**src/fifo_cfg_pkg.sv**
```systemverilog
// default FIFO geometry, flag thresholds and fill-level state encoding
package fifo_cfg_pkg;

   //------------------------------------------------------------
   // geometry
   //------------------------------------------------------------

   // payload entries held by the array
   localparam int DEPTH_DEFAULT      = 16;

   // payload width, bits
   localparam int DATA_WIDTH_DEFAULT = 18;

   //------------------------------------------------------------
   // static thresholds
   //------------------------------------------------------------

   // afull once count reaches this value
   localparam int AFULL_DEFAULT      = 12;

   // aempty while count is at or below this value
   localparam int AEMPTY_DEFAULT     = 4;

   //------------------------------------------------------------
   // fill-level states
   //------------------------------------------------------------

   // EMPTY  count == 0
   // LOW    1 .. AEMPTY_LEVEL
   // MID    between the two thresholds
   // HIGH   AFULL_LEVEL .. DEPTH-1
   // FULL   count == DEPTH
   typedef enum logic [2:0] {
      EMPTY = 3'd0,
      LOW   = 3'd1,
      MID   = 3'd2,
      HIGH  = 3'd3,
      FULL  = 3'd4
   } fill_state_e;

endpackage

```
**src/fifo_sig_pkg.sv**
```systemverilog
// packed structs for accepted transfers, status flags and event pulses
package fifo_sig_pkg;

   //------------------------------------------------------------
   // accepted transfers, combinational from the level FSM
   //------------------------------------------------------------
   typedef struct packed {
      logic wr_acc;   // write taken this cycle
      logic rd_acc;   // read taken this cycle
   } xfer_t;

   //------------------------------------------------------------
   // status flags, decoded from the registered fill state
   //------------------------------------------------------------
   typedef struct packed {
      logic full;
      logic afull;
      logic empty;
      logic aempty;
   } status_t;

   //------------------------------------------------------------
   // one-cycle event pulses
   //------------------------------------------------------------
   typedef struct packed {
      logic wack;       // write acknowledged
      logic overflow;   // write dropped while full
      logic underflow;  // read dropped while empty
      logic dvld;       // rd_data_o valid
   } event_t;

endpackage

```
**src/fifo_event_flags.sv**
```systemverilog
// registered write acknowledge, overflow, underflow and data-valid pulses
`timescale 1ns/1ps

module fifo_event_flags (
   input  logic                  pos_clk,
   input  logic                  aresetn,
   input  logic                  wr_en_i,
   input  logic                  rd_en_i,
   input  fifo_sig_pkg::xfer_t   xfer_i,
   output fifo_sig_pkg::event_t  events_o
);

   logic wr_drop;   // write requested, not taken
   logic rd_drop;   // read requested, not taken

   // a dropped request is one the FSM refused
   assign wr_drop = wr_en_i && !xfer_i.wr_acc;
   assign rd_drop = rd_en_i && !xfer_i.rd_acc;

   //------------------------------------------------------------
   // one-cycle pulses, each follows its cause by one edge
   //------------------------------------------------------------
   always_ff @(posedge pos_clk or negedge aresetn) begin
      if (!aresetn) begin
         events_o <= '0;
      end else begin
         events_o.wack      <= xfer_i.wr_acc;
         events_o.overflow  <= wr_drop;
         events_o.underflow <= rd_drop;
         events_o.dvld      <= xfer_i.rd_acc;   // lines up with rd_data_o
      end
   end

endmodule

```
**src/fifo_level_fsm.sv**
```systemverilog
// fill-level FSM, request qualification and status flag decode
`timescale 1ns/1ps

module fifo_level_fsm #(
   parameter int DEPTH        = 16,
   parameter int AFULL_LEVEL  = 12,
   parameter int AEMPTY_LEVEL = 4
) (
   input  logic                         pos_clk,
   input  logic                         aresetn,
   input  logic                         wr_en_i,
   input  logic                         rd_en_i,
   input  logic [$clog2(DEPTH+1)-1:0]   count_i,
   output fifo_sig_pkg::xfer_t          xfer_o,
   output fifo_sig_pkg::status_t        status_o
);

   localparam int CW = $clog2(DEPTH + 1);

   fifo_cfg_pkg::fill_state_e state_q;
   fifo_cfg_pkg::fill_state_e state_d;

   logic          wr_acc;
   logic          rd_acc;
   logic [CW-1:0] count_nxt;   // count after this edge

   // map a count onto its fill level
   function automatic fifo_cfg_pkg::fill_state_e level_of(input logic [CW-1:0] cnt);
      fifo_cfg_pkg::fill_state_e lvl;
      if (cnt == '0) begin
         lvl = fifo_cfg_pkg::EMPTY;
      end else if (cnt <= CW'(AEMPTY_LEVEL)) begin
         lvl = fifo_cfg_pkg::LOW;
      end else if (cnt < CW'(AFULL_LEVEL)) begin
         lvl = fifo_cfg_pkg::MID;
      end else if (cnt < CW'(DEPTH)) begin
         lvl = fifo_cfg_pkg::HIGH;
      end else begin
         lvl = fifo_cfg_pkg::FULL;
      end
      return lvl;
   endfunction

   //------------------------------------------------------------
   // request qualification
   //------------------------------------------------------------
   assign wr_acc = wr_en_i && (state_q != fifo_cfg_pkg::FULL);
   assign rd_acc = rd_en_i && (state_q != fifo_cfg_pkg::EMPTY);

   assign xfer_o.wr_acc = wr_acc;
   assign xfer_o.rd_acc = rd_acc;

   //------------------------------------------------------------
   // next state
   //------------------------------------------------------------
   always_comb begin
      case ({wr_acc, rd_acc})
         2'b10:   count_nxt = count_i + CW'(1);
         2'b01:   count_nxt = count_i - CW'(1);
         default: count_nxt = count_i;   // idle or both
      endcase
      state_d = level_of(count_nxt);
   end

   always_ff @(posedge pos_clk or negedge aresetn) begin
      if (!aresetn) begin
         state_q <= fifo_cfg_pkg::EMPTY;
      end else begin
         state_q <= state_d;
      end
   end

   //------------------------------------------------------------
   // flags straight from the registered state
   //------------------------------------------------------------
   always_comb begin
      status_o.full   = (state_q == fifo_cfg_pkg::FULL);
      status_o.afull  = (state_q == fifo_cfg_pkg::HIGH) ||
                        (state_q == fifo_cfg_pkg::FULL);
      status_o.empty  = (state_q == fifo_cfg_pkg::EMPTY);
      status_o.aempty = (state_q == fifo_cfg_pkg::EMPTY) ||
                        (state_q == fifo_cfg_pkg::LOW);
   end

endmodule

```
**src/fifo_pointer_counter.sv**
```systemverilog
// occupancy counter with wrapping write and read addresses
`timescale 1ns/1ps

module fifo_pointer_counter #(
   parameter int DEPTH = 16
) (
   input  logic                         pos_clk,
   input  logic                         aresetn,
   input  fifo_sig_pkg::xfer_t          xfer_i,
   output logic [$clog2(DEPTH+1)-1:0]   count_o,
   output logic [$clog2(DEPTH)-1:0]     wr_addr_o,
   output logic [$clog2(DEPTH)-1:0]     rd_addr_o
);

   localparam int CW = $clog2(DEPTH + 1);   // 0 .. DEPTH
   localparam int AW = $clog2(DEPTH);       // 0 .. DEPTH-1

   localparam logic [AW-1:0] LAST_ADDR = AW'(DEPTH - 1);

   //------------------------------------------------------------
   // occupancy count
   //------------------------------------------------------------

   // simultaneous read and write leave the count alone
   always_ff @(posedge pos_clk or negedge aresetn) begin
      if (!aresetn) begin
         count_o <= '0;
      end else begin
         case ({xfer_i.wr_acc, xfer_i.rd_acc})
            2'b10:   count_o <= count_o + CW'(1);
            2'b01:   count_o <= count_o - CW'(1);
            default: count_o <= count_o;
         endcase
      end
   end

   //------------------------------------------------------------
   // addresses
   //------------------------------------------------------------

   // explicit wrap, depth need not be a power of two
   always_ff @(posedge pos_clk or negedge aresetn) begin
      if (!aresetn) begin
         wr_addr_o <= '0;
      end else if (xfer_i.wr_acc) begin
         if (wr_addr_o == LAST_ADDR) begin
            wr_addr_o <= '0;
         end else begin
            wr_addr_o <= wr_addr_o + AW'(1);
         end
      end
   end

   always_ff @(posedge pos_clk or negedge aresetn) begin
      if (!aresetn) begin
         rd_addr_o <= '0;
      end else if (xfer_i.rd_acc) begin
         if (rd_addr_o == LAST_ADDR) begin
            rd_addr_o <= '0;
         end else begin
            rd_addr_o <= rd_addr_o + AW'(1);
         end
      end
   end

endmodule

```
**src/fifo_storage.sv**
```systemverilog
// payload array, synchronous write and registered read
`timescale 1ns/1ps

module fifo_storage #(
   parameter int  DEPTH     = 16,
   parameter type payload_t = logic [fifo_cfg_pkg::DATA_WIDTH_DEFAULT-1:0]
) (
   input  logic                       pos_clk,
   input  logic                       aresetn,
   input  fifo_sig_pkg::xfer_t        xfer_i,
   input  logic [$clog2(DEPTH)-1:0]   wr_addr_i,
   input  logic [$clog2(DEPTH)-1:0]   rd_addr_i,
   input  payload_t                   wr_data_i,
   output payload_t                   rd_data_o
);

   payload_t mem [0:DEPTH-1];

   //------------------------------------------------------------
   // write port
   //------------------------------------------------------------
   always_ff @(posedge pos_clk) begin
      if (xfer_i.wr_acc) begin
         mem[wr_addr_i] <= wr_data_i;
      end
   end

   //------------------------------------------------------------
   // read port, one cycle latency
   //------------------------------------------------------------

   // holds the last entry until the next accepted read
   always_ff @(posedge pos_clk or negedge aresetn) begin
      if (!aresetn) begin
         rd_data_o <= '0;
      end else if (xfer_i.rd_acc) begin
         rd_data_o <= mem[rd_addr_i];
      end
   end

endmodule

```
**src/sync_fifo_top.sv**
```systemverilog
// synchronous FIFO top joining FSM, pointer counter, storage and event flags
`timescale 1ns/1ps

module sync_fifo_top #(
   parameter int  DEPTH        = fifo_cfg_pkg::DEPTH_DEFAULT,
   parameter int  AFULL_LEVEL  = fifo_cfg_pkg::AFULL_DEFAULT,
   parameter int  AEMPTY_LEVEL = fifo_cfg_pkg::AEMPTY_DEFAULT,
   parameter type payload_t    = logic [fifo_cfg_pkg::DATA_WIDTH_DEFAULT-1:0]
) (
   input  logic                         pos_clk,
   input  logic                         aresetn,
   input  logic                         wr_en_i,
   input  payload_t                     wr_data_i,
   input  logic                         rd_en_i,
   output payload_t                     rd_data_o,
   output fifo_sig_pkg::status_t        status_o,
   output fifo_sig_pkg::event_t         events_o,
   output logic [$clog2(DEPTH+1)-1:0]   level_o
);

   localparam int AW = $clog2(DEPTH);

   fifo_sig_pkg::xfer_t xfer;
   logic [AW-1:0]       wr_addr;
   logic [AW-1:0]       rd_addr;

   //------------------------------------------------------------
   // control
   //------------------------------------------------------------
   fifo_level_fsm #(
      .DEPTH        (DEPTH),
      .AFULL_LEVEL  (AFULL_LEVEL),
      .AEMPTY_LEVEL (AEMPTY_LEVEL)
   ) i_level_fsm (
      .pos_clk  (pos_clk),
      .aresetn  (aresetn),
      .wr_en_i  (wr_en_i),
      .rd_en_i  (rd_en_i),
      .count_i  (level_o),   // fed back from the counter
      .xfer_o   (xfer),
      .status_o (status_o)
   );

   fifo_pointer_counter #(
      .DEPTH (DEPTH)
   ) i_pointer_counter (
      .pos_clk   (pos_clk),
      .aresetn   (aresetn),
      .xfer_i    (xfer),
      .count_o   (level_o),
      .wr_addr_o (wr_addr),
      .rd_addr_o (rd_addr)
   );

   //------------------------------------------------------------
   // data and events
   //------------------------------------------------------------
   fifo_storage #(
      .DEPTH     (DEPTH),
      .payload_t (payload_t)
   ) i_storage (
      .pos_clk   (pos_clk),
      .aresetn   (aresetn),
      .xfer_i    (xfer),
      .wr_addr_i (wr_addr),
      .rd_addr_i (rd_addr),
      .wr_data_i (wr_data_i),
      .rd_data_o (rd_data_o)
   );

   fifo_event_flags i_event_flags (
      .pos_clk  (pos_clk),
      .aresetn  (aresetn),
      .wr_en_i  (wr_en_i),
      .rd_en_i  (rd_en_i),
      .xfer_i   (xfer),
      .events_o (events_o)
   );

endmodule

```
**config.mk**
```make
export PLATFORM = sky130hd
export DESIGN_NAME = sync_fifo_top
export DESIGN_NICKNAME = d
export VERILOG_FILES = /design/src/fifo_cfg_pkg.sv /design/src/fifo_sig_pkg.sv /design/src/fifo_event_flags.sv /design/src/fifo_level_fsm.sv /design/src/fifo_pointer_counter.sv /design/src/fifo_storage.sv /design/src/sync_fifo_top.sv
export SDC_FILE = /design/constraint.sdc
export NUM_CORES = 1
export LEC_CHECK = 0
export BUFFER_PORTS_ARGS = -buffer_cell sky130_fd_sc_hd__buf_2
export CAP_MARGIN = 20
export CORE_ASPECT_RATIO = 1.2
export CORE_UTILIZATION = 50
export CTS_CLUSTER_SIZE = 20
export DETAILED_ROUTE_END_ITERATION = 10
export PLACE_DENSITY_LB_ADDON = 0.1
export SYNTH_ARGS = -nofsm -noshare
export SYNTH_HDL_FRONTEND = slang
export SYNTH_SLANG_ARGS = --single-unit
```
**constraint.sdc**
```tcl
create_clock -name pos_clk -period 5.9 [get_ports pos_clk]
set_clock_uncertainty 0.1 [all_clocks]
set_input_delay 0.885 -clock pos_clk [delete_from_list [all_inputs] [get_ports pos_clk]]
set_output_delay 0.885 -clock pos_clk [all_outputs]
set_load 0.03 [all_outputs]
```
==> flow_summary.yaml <==
critical_path:
  r2r_setup_slack_ps: 2440
  startpoint: "i_level_fsm.state_q[2]$_DFF_PN0_"
  r2r_end: "i_level_fsm.state_q[0]$_DFF_PN0_"
  cp-endpoint: "i_level_fsm.state_q[0]$_DFF_PN0_"
  worstSetupPathType: "flop to flop"
  critPathLaunchType: "flop"
  end_kind: "flop"
  cp_max_fo: 11
  r2r-start: "i_level_fsm.state_q[2]$_DFF_PN0_"
  required_ps: 6260
  arrival_ps: 3810
  rr_worst_depth: 9
yosys:
  synthArstFlopShare_pct: 11.7
  netlist.area_leader.share_pct: 67.6
  syn_area_per_cell_um2: 20.4
  synth.largest_area_cell: "edfxtp_1"
  synth_edf_count: 288
  syn-cell-area_mm2: 0.0128
  synthTopCellsByArea: "edfxtp_1 (68%), mux4_2 (15%), dfrtp_1 (7.4%)"
  synthCells: 628
  ys_warn_count: 0
  ys.flop_type: "edfxtp_1"
  synth_cell_types: 46
  synth_most_common_cell: "edfxtp_1"
  synthesis.nets: 658
  synth_common_cells: "edfxtp_1 (288), mux4_2 (86), nand2_1 (76), dfrtp_1 (38), nor2_1 (17)"
  ys_seq_area_share_pct: 75.0
  ys_ff_latch: 326
die:
  die_w_um: 148
  die_area_mm2: 0.0262
  core_mm2: 0.0249
  initial_core_util_pct: 51.4
  io_pins: 53
  die_h_um: 177
  floorplan.rows: 63
cells_and_area:
  syn2layout_area_growth_pct: 13.0
  diodes: 0
  layout-drive-gt1-share_pct: 29.8
  nets: 724
  stdcell_area_mm2: 0.0145
  fin_util_pct: 58.0
  n_fill_cell: 1895
  multi_input_area_mm2: 0.00306
  register_area_mm2: 0.00960
global_routing:
  grt-ovfl-total: 0
  antenna_found_initial: 1
  grt_pass1_wl_um: 39900
  grtUsageTotal_pct: 21.3
  grt_pass1_vias: 6364
  grt_max_degree: 39
placement:
  place_area_mm2: 0.0135
  hpwl_um: 14000
  place_congestion: 0.873
  portBuffers: 52
pwr:
  powerDensity_mw_per_mm2: 475
  cellLeakagePower_nw: 4.87
  ir_drop_mv: 0.271
sta:
  finalSetupViolations: 0
  hold_viol: 0
  finalCriticalPeriod_ps: 3460
  fmax_mhz: 289
  tns_ps: 0
  relSlewSlack_pct: 39.3
  holdWs_ps: 337
  rsz0062_at_grt: "no"
  slew_violations: 0
  post-route-period-util_pct: 58.6
  tightest_slew_ps: 908
cts:
  clkLatencyLatePin_ps: 540
  ctsResizeCount: 0
  cts_buffer_depth: 3
  clock-sinks: 326
  numCtsBuffers: 31
  hold_buffers: 0
  h-tree-depth: 1
  path_clk_slew_ps: 60
  cts-root-buf: "clkbuf_16"
  cts_setup_buffers: 0
  cts_tree: "built"
detailed_routing:
  drt-pass1-iter-count: 7
  drc: 0
  wl_um: 26600
  avgRoutedWirePerCell_um: 25.5
  vias_per_cell: 5.84
  vias: 6092
  drt_iter0_markers: 457
  detail-route-antenna-nets: 0
job:
  drv_cap: 0
status:
  outcome: "complete, no violations"
hold_path:
  hp-class: "input port to async pin"
where the power goes:
group	switching (W)	internal, W
combinational	0.00107	0.000928
clock	0.000789	0.00107
sequential	0.000258	0.00276
per-layer routing:
| layer | wire (um) | GRT usage [%] | up-vias |
|---|---|---|---|
| met1 | 10700 | 28.0 | 3183 |
| li1 | - | - | 2678 |
| met2 | 14300 | 37.7 | 188 |
| met5 | 15 | 0 | - |
| met3 | 1160 | 2.84 | 41 |
| met4 | 444 | 5.15 | 2 |
how the worst min path moves through the flow:
stage                                                   start                             endpoint  slack (ps)  cells past startpoint
after global routing                                  aresetn  i_event_flags.events_o[2]$_DFF_PN0_         350                      2
after floorplan              i_level_fsm.state_q[2]$_DFF_PN0_  i_event_flags.events_o[2]$_DFF_PN0_         430                      1
after detailed placement  i_storage.rd_data_o[11]$_DFFE_PN0P_  i_storage.rd_data_o[11]$_DFFE_PN0P_         360                      2
after CTS                                             aresetn  i_event_flags.events_o[2]$_DFF_PN0_         330                      2
final                                                 aresetn  i_event_flags.events_o[2]$_DFF_PN0_         340                      2
after global placement    i_storage.rd_data_o[12]$_DFFE_PN0P_  i_storage.rd_data_o[12]$_DFFE_PN0P_         360                      2
registers in the layout, summed over array words and instances (netlist names):
name                         cells
i_storage.mem                  288
i_storage.rd_data_o             18
i_pointer_counter.count_o        5
i_event_flags.events_o           4
i_pointer_counter.rd_addr_o      4
i_pointer_counter.wr_addr_o      4
i_level_fsm.state_q              3
metrics by stage:
step	cells	power [W]	setup slack, ps
floorplan	628	0.00455	2870
global placement	984	0.00503	2270
detailed placement	985	0.00509	2030
CTS	1042	0.00695	2070
global route	1043	0.00719	2230
finish	1043	0.00687	2440
cells in the final DEF, fill, tap and decap left out, types with 8 or more instances in the layout:
master / count
buf_2: 52
buf_4: 11
clkbuf_1: 13
clkbuf_16: 31
dfrtp_1: 36
edfxtp_1: 288
ha_1: 8
inv_1: 11
mux4_2: 86
nand2_1: 76
nor2_4: 12
worst max-delay path, cell delays in order, from the launching register on:
cell and delay [ps]:
dfrtp_1 400, or3_1 550, nand2_1 510, inv_1 150, ha_1 300, a21oi_1 270
o2111ai_1 190, a221oi_1 550, o211ai_1 180, mux2i_1 170
cells by family after synthesis:
logic type / Yosys count / synth area share, %
simple gates: 120 / 4.02
xor+xnor: 4 / 0.274
compound gates: 33 / 1.87
fa+ha+maj: 8 / 0.783
buf+inv: 45 / 1.88
flops: 326 / 75.0
mux: 92 / 16.1
cell type report:
class,instances,share of cell area (%)
clock inverter,8,0.416
multi-input combinational,257,21.2
timing repair buffer,65,2.61
sequential,326,66.5
tap,325,2.81
clock buffer,49,6.18
inverter,13,0.338
Power figures use the tool's default switching activity.
